<file path="config.mk">
export PLATFORM = sky130hd
export DESIGN_NAME = event_logger
export DESIGN_NICKNAME = d
export VERILOG_FILES = /design/src/hdl/logger_pkg.sv /design/src/hdl/event_timestamp.sv /design/src/hdl/logger_arbiter.sv /design/src/hdl/sample_mux.sv /design/src/hdl/sample_fifo_axil.sv /design/src/hdl/event_logger.sv
export SDC_FILE = /design/constraint.sdc
export NUM_CORES = 2
export LEC_CHECK = 0
export ABC_AREA = 1
export BUFFER_PORTS_ARGS = -buffer_cell sky130_fd_sc_hd__buf_4
export CAP_MARGIN = 20
export CELL_PAD_IN_SITES_DETAIL_PLACEMENT = 1
export CELL_PAD_IN_SITES_GLOBAL_PLACEMENT = 1
export CORE_MARGIN = 2
export CORE_UTILIZATION = 35
export DETAILED_ROUTE_END_ITERATION = 6
export PLACE_DENSITY = 0.66
export SLEW_MARGIN = 20
export SYNTH_ARGS = -nofsm -noshare
export SYNTH_HDL_FRONTEND = slang
export SYNTH_SLANG_ARGS = --single-unit
</file>
<file path="constraint.sdc">
create_clock -name xclk -period 11.8 [get_ports xclk]
set_clock_uncertainty 0.2 [all_clocks]
set_input_delay 2.36 -clock xclk [delete_from_list [all_inputs] [get_ports xclk]]
set_output_delay 2.36 -clock xclk [all_outputs]
set_load 0.05 [all_outputs]
</file>
<file path="src/hdl/logger_pkg.sv">
// logger types for words, time, counters, channels, fifo entries and host registers, sample constants
package logger_pkg;

  typedef logic [15:0] word_t;       // one sample word
  typedef logic [63:0] time_t;       // timestamp, sent lsw first
  typedef logic [23:0] cnt_t;        // logged sample count
  typedef logic [1:0]  chn_t;        // channel number
  typedef logic [4:0]  widx_t;       // word index inside a sample

  // fifo entry layout: [22:21] channel, [20:16] word index, [15:0] word
  typedef logic [22:0] fifo_entry_t;

  typedef logic [3:0]  axil_addr_t;  // byte address on the host bus
  typedef logic [31:0] axil_data_t;  // host bus data

  localparam int sample_words = 32;  // 64 bytes per sample
  localparam int ts_words     = 4;   // leading timestamp words

  localparam axil_addr_t reg_data   = 4'h0;  // pops one entry
  localparam axil_addr_t reg_status = 4'h4;  // fifo entry count
  localparam axil_addr_t reg_count  = 4'h8;  // samples logged
  localparam axil_addr_t reg_enable = 4'hc;  // channel enable mask

endpackage

</file>
<file path="src/hdl/event_timestamp.sv">
// free-running time counter, single grant per cycle and per-channel stored timestamps
`timescale 1ns/100ps

module event_timestamp (
  input  logic                xclk,
  input  logic                rst,
  input  logic [3:0]          ts_rq,     // pending requests, held until grant seen
  output logic [3:0]          ts_grant,  // one-hot for one cycle per request
  input  logger_pkg::chn_t    channel,   // slot to read out
  input  logic [1:0]          ts_sel,    // word of the slot with 0 as lsw
  output logger_pkg::word_t   ts_word    // registered slot word
);

  logger_pkg::time_t now_q;            // cycle counter
  logger_pkg::time_t slot [4];         // captured time per channel
  logic [3:0]        pend;             // requests not granted this cycle
  logic [3:0]        lowest;           // lowest pending index

  assign pend   = ts_rq & ~ts_grant;   // request is still high on its grant cycle
  assign lowest = {pend[3] & ~|pend[2:0],
                   pend[2] & ~|pend[1:0],
                   pend[1] & ~pend[0],
                   pend[0]};

  always_ff @(posedge xclk) begin
    if (rst) begin
      now_q    <= '0;
      ts_grant <= 4'h0;
    end else begin
      now_q    <= now_q + 1'b1;        // free running and never wraps in practice
      ts_grant <= lowest;
    end
  end

  // time is latched on the same edge that raises the grant
  always_ff @(posedge xclk) begin
    for (int i = 0; i < 4; i++) begin
      if (lowest[i]) slot[i] <= now_q;
    end
  end

  always_ff @(posedge xclk) begin
    ts_word <= slot[channel][{ts_sel, 4'h0} +: 16];  // one cycle behind ts_sel
  end

  assert property (@(posedge xclk) disable iff (rst) $onehot0(ts_grant))
    else $error("ts_grant is not one-hot");

endmodule

</file>
<file path="src/hdl/logger_arbiter.sv">
// timestamp request tracking, lowest-index channel selection and the 32-word sample sequencer
`timescale 1ns/100ps

module logger_arbiter (
  input  logic              xclk,
  input  logic              rst,
  input  logic [3:0]        ts_rq_in,        // event pulses with leading edge only
  output logic [3:0]        ts_rq,           // to event_timestamp
  input  logic [3:0]        ts_grant,        // from event_timestamp
  input  logic [3:0]        rdy,             // channel has data
  input  logic [3:0]        chn_enable,      // host enable mask
  input  logic              fifo_room,       // a whole sample fits
  output logic [3:0]        nxt,             // word advance pulses to the served channel
  output logger_pkg::chn_t  channel,         // served channel
  output logic [1:0]        ts_sel,          // timestamp word select
  output logic              ts_en,           // timestamp words in this slot
  output logic              dv,              // one slot per cycle and 32 per sample
  output logger_pkg::cnt_t  sample_counter   // samples logged
);

  typedef enum logic {st_idle, st_busy} arb_state_t;

  localparam logger_pkg::widx_t last_word = logger_pkg::widx_t'(logger_pkg::sample_words - 1);
  localparam logger_pkg::widx_t ts_end    = logger_pkg::widx_t'(logger_pkg::ts_words);
  localparam logger_pkg::widx_t nxt_last  =
    logger_pkg::widx_t'(logger_pkg::sample_words - logger_pkg::ts_words);

  arb_state_t          state;
  logger_pkg::widx_t   seq_cnt;        // slot within the sample
  logic [3:0]          ts_rq_in_d;     // for edge detect
  logic [3:0]          ts_rq_r;        // requests waiting for their grant
  logic [3:0]          rq_edge;
  logic [3:0]          ts_valid;       // slot holds a usable time
  logic [3:0]          servicing;      // one-hot and latched at start
  logic [3:0]          serving;        // servicing while busy
  logic [3:0]          inval;          // events that discard an old stamp
  logic [3:0]          cand;           // enabled, ready, stamped
  logic [3:0]          pick;           // lowest candidate
  logic [1:0]          drain;          // last words still in the mux pipe
  logic                busy;
  logic                start;
  logic                last;
  logger_pkg::cnt_t    sample_cnt_q;

  assign busy    = (state == st_busy);
  assign last    = busy && (seq_cnt == last_word);
  assign rq_edge = ts_rq_in & ~ts_rq_in_d;
  assign serving = busy ? servicing : 4'h0;
  assign inval   = rq_edge & rdy & ~serving;  // new event on an idle ready channel

  assign cand = ts_valid & rdy & chn_enable;
  assign pick = {cand[3] & ~|cand[2:0],
                 cand[2] & ~|cand[1:0],
                 cand[1] & ~cand[0],
                 cand[0]};

  // wait for the previous sample to land in the fifo before checking room
  assign start = !busy && (drain == 2'b00) && fifo_room && (cand != 4'h0);

  assign ts_rq          = ts_rq_r;
  assign channel        = {servicing[3] | servicing[2], servicing[3] | servicing[1]};
  assign dv             = busy;
  assign ts_en          = busy && (seq_cnt < ts_end);
  assign ts_sel         = seq_cnt[1:0];
  assign sample_counter = sample_cnt_q;

  // next pulses on slots 1..28 and the channel answers one cycle later
  assign nxt = (busy && seq_cnt != '0 && seq_cnt <= nxt_last) ? servicing : 4'h0;

  always_ff @(posedge xclk) begin
    if (rst) begin
      ts_rq_in_d <= 4'h0;
      ts_rq_r    <= 4'h0;
      ts_valid   <= 4'h0;
    end else begin
      ts_rq_in_d <= ts_rq_in;
      ts_rq_r    <= (ts_rq_r & ~ts_grant) | rq_edge;  // held until grant seen
      ts_valid   <= (ts_valid & ~inval & ~(start ? pick : 4'h0)) | ts_grant;
    end
  end

  always_ff @(posedge xclk) begin
    if (rst) begin
      state     <= st_idle;
      seq_cnt   <= '0;
      servicing <= 4'h0;
      drain     <= 2'b00;
    end else begin
      drain <= {drain[0], last};
      case (state)
        st_idle: begin
          if (start) begin
            state     <= st_busy;
            seq_cnt   <= '0;
            servicing <= pick;
          end
        end
        st_busy: begin
          seq_cnt <= seq_cnt + 1'b1;  // wraps to 0 after the last slot
          if (last) state <= st_idle;
        end
        default: state <= st_idle;
      endcase
    end
  end

  always_ff @(posedge xclk) begin
    if (rst) sample_cnt_q <= '0;
    else if (drain[1]) sample_cnt_q <= sample_cnt_q + 1'b1;  // last word now in the fifo
  end

  assert property (@(posedge xclk) disable iff (rst) $onehot0(nxt))
    else $error("nxt is not one-hot");

  // no next pulse outside a sample or on its first slot
  assert property (@(posedge xclk) disable iff (rst) (nxt != 4'h0) |-> (dv && $past(dv)))
    else $error("nxt outside the data slots");

endmodule

</file>
<file path="src/hdl/sample_mux.sv">
// two-stage registered word mux: timestamp, channel data or zero, tagged with channel and index
`timescale 1ns/100ps

module sample_mux (
  input  logic                    xclk,
  input  logic                    rst,
  input  logger_pkg::chn_t        channel,
  input  logic                    ts_en,
  input  logic [1:0]              ts_sel,
  input  logic                    dv,
  input  logic [3:0]              rdy,
  input  logger_pkg::word_t       chn0_data,
  input  logger_pkg::word_t       chn1_data,
  input  logger_pkg::word_t       chn2_data,
  input  logger_pkg::word_t       chn3_data,
  input  logger_pkg::word_t       ts_word,    // already one cycle behind ts_sel
  output logic                    out_valid,
  output logger_pkg::fifo_entry_t out_entry
);

  logger_pkg::word_t sel_data;
  logger_pkg::word_t data_p1, data_p2, data_s1;  // channel words run two slots ahead
  logic              rdy_p1, rdy_p2, rdy_s1;
  logic              ts_en_s1, dv_s1;
  logger_pkg::widx_t widx_cnt, widx_s1;
  logger_pkg::chn_t  chn_s1;
  logger_pkg::word_t out_word;
  logic [1:0]        ts_sel_s1;                  // kept for the word tag check

  always_comb begin
    case (channel)
      2'd0:    sel_data = chn0_data;
      2'd1:    sel_data = chn1_data;
      2'd2:    sel_data = chn2_data;
      default: sel_data = chn3_data;
    endcase
  end

  // word d is presented two cycles before its slot; a low ready zeroes it
  always_ff @(posedge xclk) begin
    data_p1 <= sel_data;
    rdy_p1  <= rdy[channel];
    data_p2 <= data_p1;
    rdy_p2  <= rdy_p1;
    data_s1  <= data_p2;  // stage one
    rdy_s1   <= rdy_p2;
    ts_en_s1 <= ts_en;
    ts_sel_s1 <= ts_sel;
    widx_s1  <= widx_cnt;
    chn_s1   <= channel;
  end

  always_ff @(posedge xclk) begin
    if (rst) begin
      widx_cnt  <= '0;
      dv_s1     <= 1'b0;
      out_valid <= 1'b0;
    end else begin
      widx_cnt  <= dv ? widx_cnt + 1'b1 : '0;
      dv_s1     <= dv;
      out_valid <= dv_s1;
    end
  end

  always_comb begin
    if (ts_en_s1) out_word = ts_word;
    else if (rdy_s1) out_word = data_s1;
    else out_word = '0;
  end

  always_ff @(posedge xclk) begin
    out_entry <= {chn_s1, widx_s1, out_word};  // stage two
  end

  // timestamp slots carry their own word number as index
  assert property (@(posedge xclk) disable iff (rst) ts_en_s1 |-> widx_s1 == {3'b000, ts_sel_s1})
    else $error("timestamp word out of place");

endmodule

</file>
<file path="src/hdl/sample_fifo_axil.sv">
// sample word fifo with axi4-lite slave for data, status, sample count and channel enable
`timescale 1ns/100ps

module sample_fifo_axil #(
  parameter int fifo_depth = 64  // power of two, at least one sample
) (
  input  logic                     xclk,
  input  logic                     rst,
  input  logic                     in_valid,
  input  logger_pkg::fifo_entry_t  in_entry,
  output logic                     fifo_room,       // a whole sample fits
  output logic [3:0]               chn_enable,
  input  logger_pkg::cnt_t         sample_counter,
  input  logger_pkg::axil_addr_t   awaddr,
  input  logic                     awvalid,
  output logic                     awready,
  input  logger_pkg::axil_data_t   wdata,
  input  logic [3:0]               wstrb,
  input  logic                     wvalid,
  output logic                     wready,
  output logic [1:0]               bresp,
  output logic                     bvalid,
  input  logic                     bready,
  input  logger_pkg::axil_addr_t   araddr,
  input  logic                     arvalid,
  output logic                     arready,
  output logger_pkg::axil_data_t   rdata,
  output logic [1:0]               rresp,
  output logic                     rvalid,
  input  logic                     rready
);

  localparam int aw = $clog2(fifo_depth);
  localparam logic [aw:0] room_lim = (aw + 1)'(fifo_depth - logger_pkg::sample_words);

  typedef enum logic {rd_idle, rd_respond} rd_state_t;

  logger_pkg::fifo_entry_t mem [fifo_depth];
  logger_pkg::fifo_entry_t head;
  logic [aw-1:0]           wr_ptr, rd_ptr;
  logic [aw:0]             count;            // entries held
  rd_state_t               rd_state;
  logic                    rd_fire, wr_fire, push, pop;
  logger_pkg::axil_data_t  rd_word;
  logic                    rd_err;

  assign head      = mem[rd_ptr];
  assign push      = in_valid;               // arbiter only starts with room
  assign fifo_room = (count <= room_lim);
  assign arready   = (rd_state == rd_idle);
  assign rvalid    = (rd_state == rd_respond);
  assign rd_fire   = arvalid && arready;
  assign pop       = rd_fire && (araddr == logger_pkg::reg_data) && (count != '0);
  assign wr_fire   = awvalid && wvalid && !bvalid;  // address and data taken together
  assign awready   = wr_fire;
  assign wready    = wr_fire;
  assign bresp     = 2'b00;                  // writes always okay

  always_ff @(posedge xclk) begin
    if (push) mem[wr_ptr] <= in_entry;
  end

  always_ff @(posedge xclk) begin
    if (rst) begin
      wr_ptr <= '0;
      rd_ptr <= '0;
      count  <= '0;
    end else begin
      if (push) wr_ptr <= wr_ptr + 1'b1;     // pointers wrap at fifo_depth
      if (pop) rd_ptr <= rd_ptr + 1'b1;
      case ({push, pop})
        2'b10:   count <= count + 1'b1;
        2'b01:   count <= count - 1'b1;
        default: count <= count;
      endcase
    end
  end

  always_comb begin
    rd_word = '0;
    rd_err  = 1'b0;
    case (araddr)
      logger_pkg::reg_data: begin
        if (count != '0) rd_word = {1'b1, 5'b0, head[22:21], 3'b0, head[20:16], head[15:0]};
        else rd_err = 1'b1;                  // empty pop
      end
      logger_pkg::reg_status: rd_word[aw:0] = count;
      logger_pkg::reg_count:  rd_word[23:0] = sample_counter;
      logger_pkg::reg_enable: rd_word[3:0] = chn_enable;
      default: rd_word = '0;                 // unmapped reads as zero
    endcase
  end

  always_ff @(posedge xclk) begin
    if (rst) rd_state <= rd_idle;
    else if (rd_fire) rd_state <= rd_respond;
    else if (rvalid && rready) rd_state <= rd_idle;
  end

  always_ff @(posedge xclk) begin
    if (rd_fire) begin
      rdata <= rd_word;                      // held through the stall
      rresp <= rd_err ? 2'b10 : 2'b00;
    end
  end

  always_ff @(posedge xclk) begin
    if (rst) begin
      bvalid     <= 1'b0;
      chn_enable <= 4'hf;
    end else begin
      if (wr_fire) bvalid <= 1'b1;
      else if (bready) bvalid <= 1'b0;
      if (wr_fire && awaddr == logger_pkg::reg_enable && wstrb[0]) chn_enable <= wdata[3:0];
    end
  end

  // the arbiter room check must cover every word still in the mux pipe
  assert property (@(posedge xclk) disable iff (rst) in_valid |-> (count < fifo_depth))
    else $error("write into a full fifo");

endmodule

</file>
<file path="src/hdl/event_logger.sv">
// event logger top: four channels, timestamp unit, arbiter, sample mux and host fifo
`timescale 1ns/100ps

module event_logger #(
  parameter int fifo_depth = 64  // words, power of two
) (
  input  logic                    xclk,
  input  logic                    rst,
  input  logic [3:0]              ts_rq_in,   // event pulses
  input  logic [3:0]              chn_rdy,    // channel ready levels
  input  logger_pkg::word_t       chn0_data,
  input  logger_pkg::word_t       chn1_data,
  input  logger_pkg::word_t       chn2_data,
  input  logger_pkg::word_t       chn3_data,
  output logic [3:0]              chn_nxt,    // word advance, one channel at a time
  input  logger_pkg::axil_addr_t  awaddr,
  input  logic                    awvalid,
  output logic                    awready,
  input  logger_pkg::axil_data_t  wdata,
  input  logic [3:0]              wstrb,
  input  logic                    wvalid,
  output logic                    wready,
  output logic [1:0]              bresp,
  output logic                    bvalid,
  input  logic                    bready,
  input  logger_pkg::axil_addr_t  araddr,
  input  logic                    arvalid,
  output logic                    arready,
  output logger_pkg::axil_data_t  rdata,
  output logic [1:0]              rresp,
  output logic                    rvalid,
  input  logic                    rready
);

  logic [3:0]              ts_rq, ts_grant, chn_enable;
  logger_pkg::chn_t        channel;
  logic [1:0]              ts_sel;
  logic                    ts_en, dv, fifo_room, out_valid;
  logger_pkg::word_t       ts_word;
  logger_pkg::fifo_entry_t out_entry;
  logger_pkg::cnt_t        sample_counter;

  event_timestamp i_timestamp (
    .xclk(xclk), .rst(rst),
    .ts_rq(ts_rq), .ts_grant(ts_grant),
    .channel(channel), .ts_sel(ts_sel), .ts_word(ts_word)
  );

  logger_arbiter i_arbiter (  // decides who is served and when
    .xclk(xclk), .rst(rst),
    .ts_rq_in(ts_rq_in), .ts_rq(ts_rq), .ts_grant(ts_grant),
    .rdy(chn_rdy), .chn_enable(chn_enable), .fifo_room(fifo_room),
    .nxt(chn_nxt), .channel(channel), .ts_sel(ts_sel), .ts_en(ts_en),
    .dv(dv), .sample_counter(sample_counter)
  );

  sample_mux i_mux (  // builds the tagged words
    .xclk(xclk), .rst(rst),
    .channel(channel), .ts_en(ts_en), .ts_sel(ts_sel), .dv(dv), .rdy(chn_rdy),
    .chn0_data(chn0_data), .chn1_data(chn1_data),
    .chn2_data(chn2_data), .chn3_data(chn3_data),
    .ts_word(ts_word), .out_valid(out_valid), .out_entry(out_entry)
  );

  sample_fifo_axil #(.fifo_depth(fifo_depth)) i_fifo (  // delivers to the host
    .xclk(xclk), .rst(rst),
    .in_valid(out_valid), .in_entry(out_entry), .fifo_room(fifo_room),
    .chn_enable(chn_enable), .sample_counter(sample_counter),
    .awaddr(awaddr), .awvalid(awvalid), .awready(awready),
    .wdata(wdata), .wstrb(wstrb), .wvalid(wvalid), .wready(wready),
    .bresp(bresp), .bvalid(bvalid), .bready(bready),
    .araddr(araddr), .arvalid(arvalid), .arready(arready),
    .rdata(rdata), .rresp(rresp), .rvalid(rvalid), .rready(rready)
  );

endmodule

</file>
==> qor.json <==
{
  "tritoncts": {"value": "done"},
  "die-area": {"value": 233700, "unit": "um^2"},
  "critical_path.startpoint_type": {"value": "register"},
  "row_count": {"value": 175},
  "outcome": {"value": "finished, final reports clean"},
  "post-route-drc-count": {"value": 0},
  "clock_path_buffers": {"value": 3},
  "clock.fmax": {"value": 0.1797, "unit": "GHz"},
  "final-max-slew-violation-count": {"value": 0},
  "grtUsageMet2": {"value": 0.3434},
  "sequential_share_of_power": {"value": 0.531},
  "insertion_delay": {"value": 0.89, "unit": "ns"},
  "num_cts_buffers": {"value": 201},
  "stdcell_count": {"value": 10354},
  "avgRoutedWirePerCell": {"value": 23.77, "unit": "um"},
  "power.leakage": {"value": 32.33, "unit": "nW"},
  "cts_setup_buffers": {"value": 0},
  "grt_util_met3": {"value": 0.02517},
  "worstSetupEndpointType": {"value": "output pin"},
  "final_net_count": {"value": 7303},
  "detail_route.iter0.violations": {"value": 5006},
  "dpl.hpwl": {"value": 136.3, "unit": "mm"},
  "postSynth.asyncResetShare": {"value": 0},
  "post-route-min-period": {"value": 5.566, "unit": "ns"},
  "via_count": {"value": 55010},
  "cts.sinks": {"value": 2008},
  "cap_violations": {"value": 0},
  "route.antenna.remaining_nets": {"value": 0},
  "floorplan_die_width": {"value": 483.4, "unit": "um"},
  "cts.root.buffer_cell": {"value": "clkbuf_16"},
  "floorplan.core_area": {"value": 227900, "unit": "um^2"},
  "die_h": {"value": 483.4, "unit": "um"},
  "slew_headroom": {"value": 0.2210},
  "maximum_number_of_pins_on_one_net_before_global_route_repair": {"value": 249},
  "share_of_layout_cells_above_drive_strength_1": {"value": 0.09643},
  "rsz0062_at_grt": {"value": "false"},
  "fin_crit_sh": {"value": 0.4717},
  "p_sw": {"value": 3.291, "unit": "mW"},
  "cts_htree_levels": {"value": 4},
  "fin_setup_tns": {"value": 0, "unit": "ns"},
  "netlist_instances": {"value": 7091},
  "wirelength": {"value": 246.1, "unit": "mm"},
  "final.fill_count": {"value": 24388},
  "use_met1": {"value": 0.2788},
  "yosysSeqAreaShare": {"value": 0.7183},
  "synth.ff_latch_count": {"value": 2008},
  "place.gp.congestion": {"value": 0.8739},
  "mappedNetlistArea": {"value": 80440, "unit": "um^2"},
  "cts.reportedPaths.clkPinSlew": {"value": 0.06, "unit": "ns"},
  "vias_in_the_first_global_route": {"value": 56885},
  "timing.final.setup_violations": {"value": 0},
  "setup.worst_path.class": {"value": "reg2out"},
  "numPlacedInstances": {"value": 9975},
  "power_per_cell_area": {"value": 163.5, "unit": "nW/um^2"},
  "irDropWorstVdd": {"value": 0.1583, "unit": "mV"},
  "hold_viol_final": {"value": 0},
  "holdBufCountCts": {"value": 0},
  "avgSynthCellArea": {"value": 11.34, "unit": "um^2"},
  "switching_share": {"value": 0.2206},
  "antenna_violations_before_repair": {"value": 14},
  "clkPwrFrac": {"value": 0.435},
  "layout_overhead_on_the_synthesized_area": {"value": 13.47, "unit": "%"},
  "cp_max_fo": {"value": 20},
  "cts.repair.resized": {"value": 0},
  "yosys_most_used_dff": {"value": "edfxtp_1"},
  "synth-edff-count": {"value": 1756},
  "top_level_ports": {"value": 168},
  "viasPerCell": {"value": 5.313},
  "tightest_slew": {"value": 1.169, "unit": "ns"},
  "hold_path.class": {"value": "reg2reg"},
  "first_pass_grt_wire_length": {"value": 364.2, "unit": "mm"},
  "power.share.combinational": {"value": 0.034},
  "worstPathRequired": {"value": 9.24, "unit": "ns"},
  "starting_density_of_the_core": {"value": 0.3529},
  "yosys.cell_types.count": {"value": 49},
  "firstDrtPassIters": {"value": 6},
  "internal_power": {"value": 11.63, "unit": "mW"},
  "global_route.peak_usage_layer": {"value": "met2"},
  "synth-warning-count": {"value": 0},
  "crit_arrival": {"value": 3.01, "unit": "ns"},
  "grt_overflow": {"value": 0},
  "portBuffers": {"value": 128},
  "global_route.usage.total": {"value": 0.2058}
}
[power groups by stage]
stage	registers, mW	clock network (mW)	logic [mW]
2_1_floorplan	8.15	0	0.162
3_3_place_gp	8.07	0	0.499
3_5_place_dp	8.07	0	0.516
4_1_cts	7.92	6.61	0.518
5_1_grt	7.93	6.87	0.549
6_report	7.92	6.49	0.513
[layout make-up]
type / instances / area, um^2 / share of cell area
tap: 3009 / 3765 / 0.04125
clock buffer: 251 / 5374 / 0.05888
inverter: 177 / 700.7 / 0.007677
timing repair buffer: 264 / 2044 / 0.02240
clock inverter: 125 / 1346 / 0.01475
antenna: 3 / 7.507 / 0.00008225
multi-input combinational: 4517 / 20210 / 0.2215
sequential: 2008 / 57820 / 0.6335
[flip-flops by register name (all words and copies together) (netlist names), 6 cells and up, named ones only]
name / flops
i_fifo.rd_ptr: 6
i_fifo.wr_ptr: 6
i_mux.data_p2: 16
i_mux.data_s1: 16
i_mux.data_p1: 16
i_arbiter.sample_counter: 24
i_fifo.count: 7
i_fifo.mem: 1472
i_timestamp.now_q: 64
i_timestamp.ts_word: 16
i_fifo.rdata: 27
i_mux.out_entry: 23
i_timestamp.slot: 256
[routing by layer]
layer / up-vias / share of wire
met2: 1653 / 0.48
met4: 0 / 0.030
met1: 28157 / 0.43
met3: 336 / 0.059
li1: 24864 / -
met5: - / 0
[cells in the final DEF, fill, tap and decap left out, types with 9 or more instances in the layout]
| cell type | instances |
|---|---|
| clkinv_2 | 37 |
| o211ai_1 | 21 |
| a21oi_1 | 96 |
| xor2_1 | 16 |
| inv_2 | 12 |
| or2_0 | 10 |
| a22oi_1 | 84 |
| clkbuf_16 | 203 |
| nand4_1 | 69 |
| nor2_4 | 9 |
| clkinv_1 | 48 |
| edfxtp_1 | 1756 |
| nor2_2 | 70 |
| xnor2_1 | 14 |
| nor3_1 | 51 |
| inv_1 | 154 |
| clkbuf_8 | 11 |
| buf_4 | 259 |
| ha_1 | 11 |
| nand2_1 | 2432 |
| nor3_2 | 9 |
| nor2_1 | 179 |
| bufinv_16 | 18 |
| dfxtp_2 | 24 |
| nand3_1 | 1353 |
| dfxtp_1 | 224 |
| clkbuf_1 | 34 |
| o21ai_0 | 35 |
[worst max-delay path, cell delays in order, from the launching register on]
cell	delay (ns)
dfxtp_1	0.31
inv_1	0.78
ha_1	0.34
inv_1	0.05
nand4_1	0.07
nand3_1	0.20
nor2_1	0.17
buf_4	0.22
[kinds of logic (layout without fill, tap and decap cells)]
kind of cell	after synthesis	after routing	share of synthesized area
xor gates and xnor gates	30	30	0.003267
DFF	2008	2008	0.7183
and+or+nand+nor	4209	4209	0.2233
adders and majority gates	11	11	0.001711
other	1	11	0.00004662
buffers and inverters	573	817	0.03337
AOI/OAI and AO/OA	259	259	0.02002
[through the flow]
step	power [mW]	area (um^2)	worst slack (ns)	hold slack [ns]	util
2_1_floorplan	8.314	80460	5.799	0.1096	-
3_3_place_gp	8.566	84540	6.355	0.1097	0.3709
3_5_place_dp	8.588	84540	6.313	0.1134	0.3709
4_1_cts	15.05	91260	6.147	0.1196	0.4004
5_1_grt	15.34	91270	6.062	0.1323	0.4004
6_report	14.92	91270	6.234	0.1265	0.4004
[final timing paths]
path,depth (start not counted),slack [ns],end,from
max reg2reg,12,6.66,i_fifo.rdata[2]$_DFFE_PN_,register
min reg2reg,0,0.13,i_mux.data_s1[6]$_DFF_P_,i_mux.data_p2[6]$_DFF_P_
min,0,0.13,i_mux.data_s1[6]$_DFF_P_,i_mux.data_p2[6]$_DFF_P_
max,7,6.23,chn_nxt[1],i_arbiter.seq_cnt[0]$_SDFFE_PP0P_
[synth_stat cells (all sizes together), types with 14 or more instances]
library cell / count / area (um^2)
o21ai: 38 / 190.2
nor3: 60 / 330.3
nand3: 1353 / 6771
xor2: 16 / 140.1
dfxtp: 252 / 5045
nor2: 260 / 1056
nand2: 2436 / 9164
inv: 171 / 644.4
a22oi: 84 / 630.6
nand4: 69 / 431.7
a21oi: 96 / 480.5
edfxtp: 1756 / 52730
buf: 290 / 1618
clkbuf: 106 / 397.9
xnor2: 14 / 122.6
o211ai: 21 / 157.7
(Power assumes the default switching activity.)
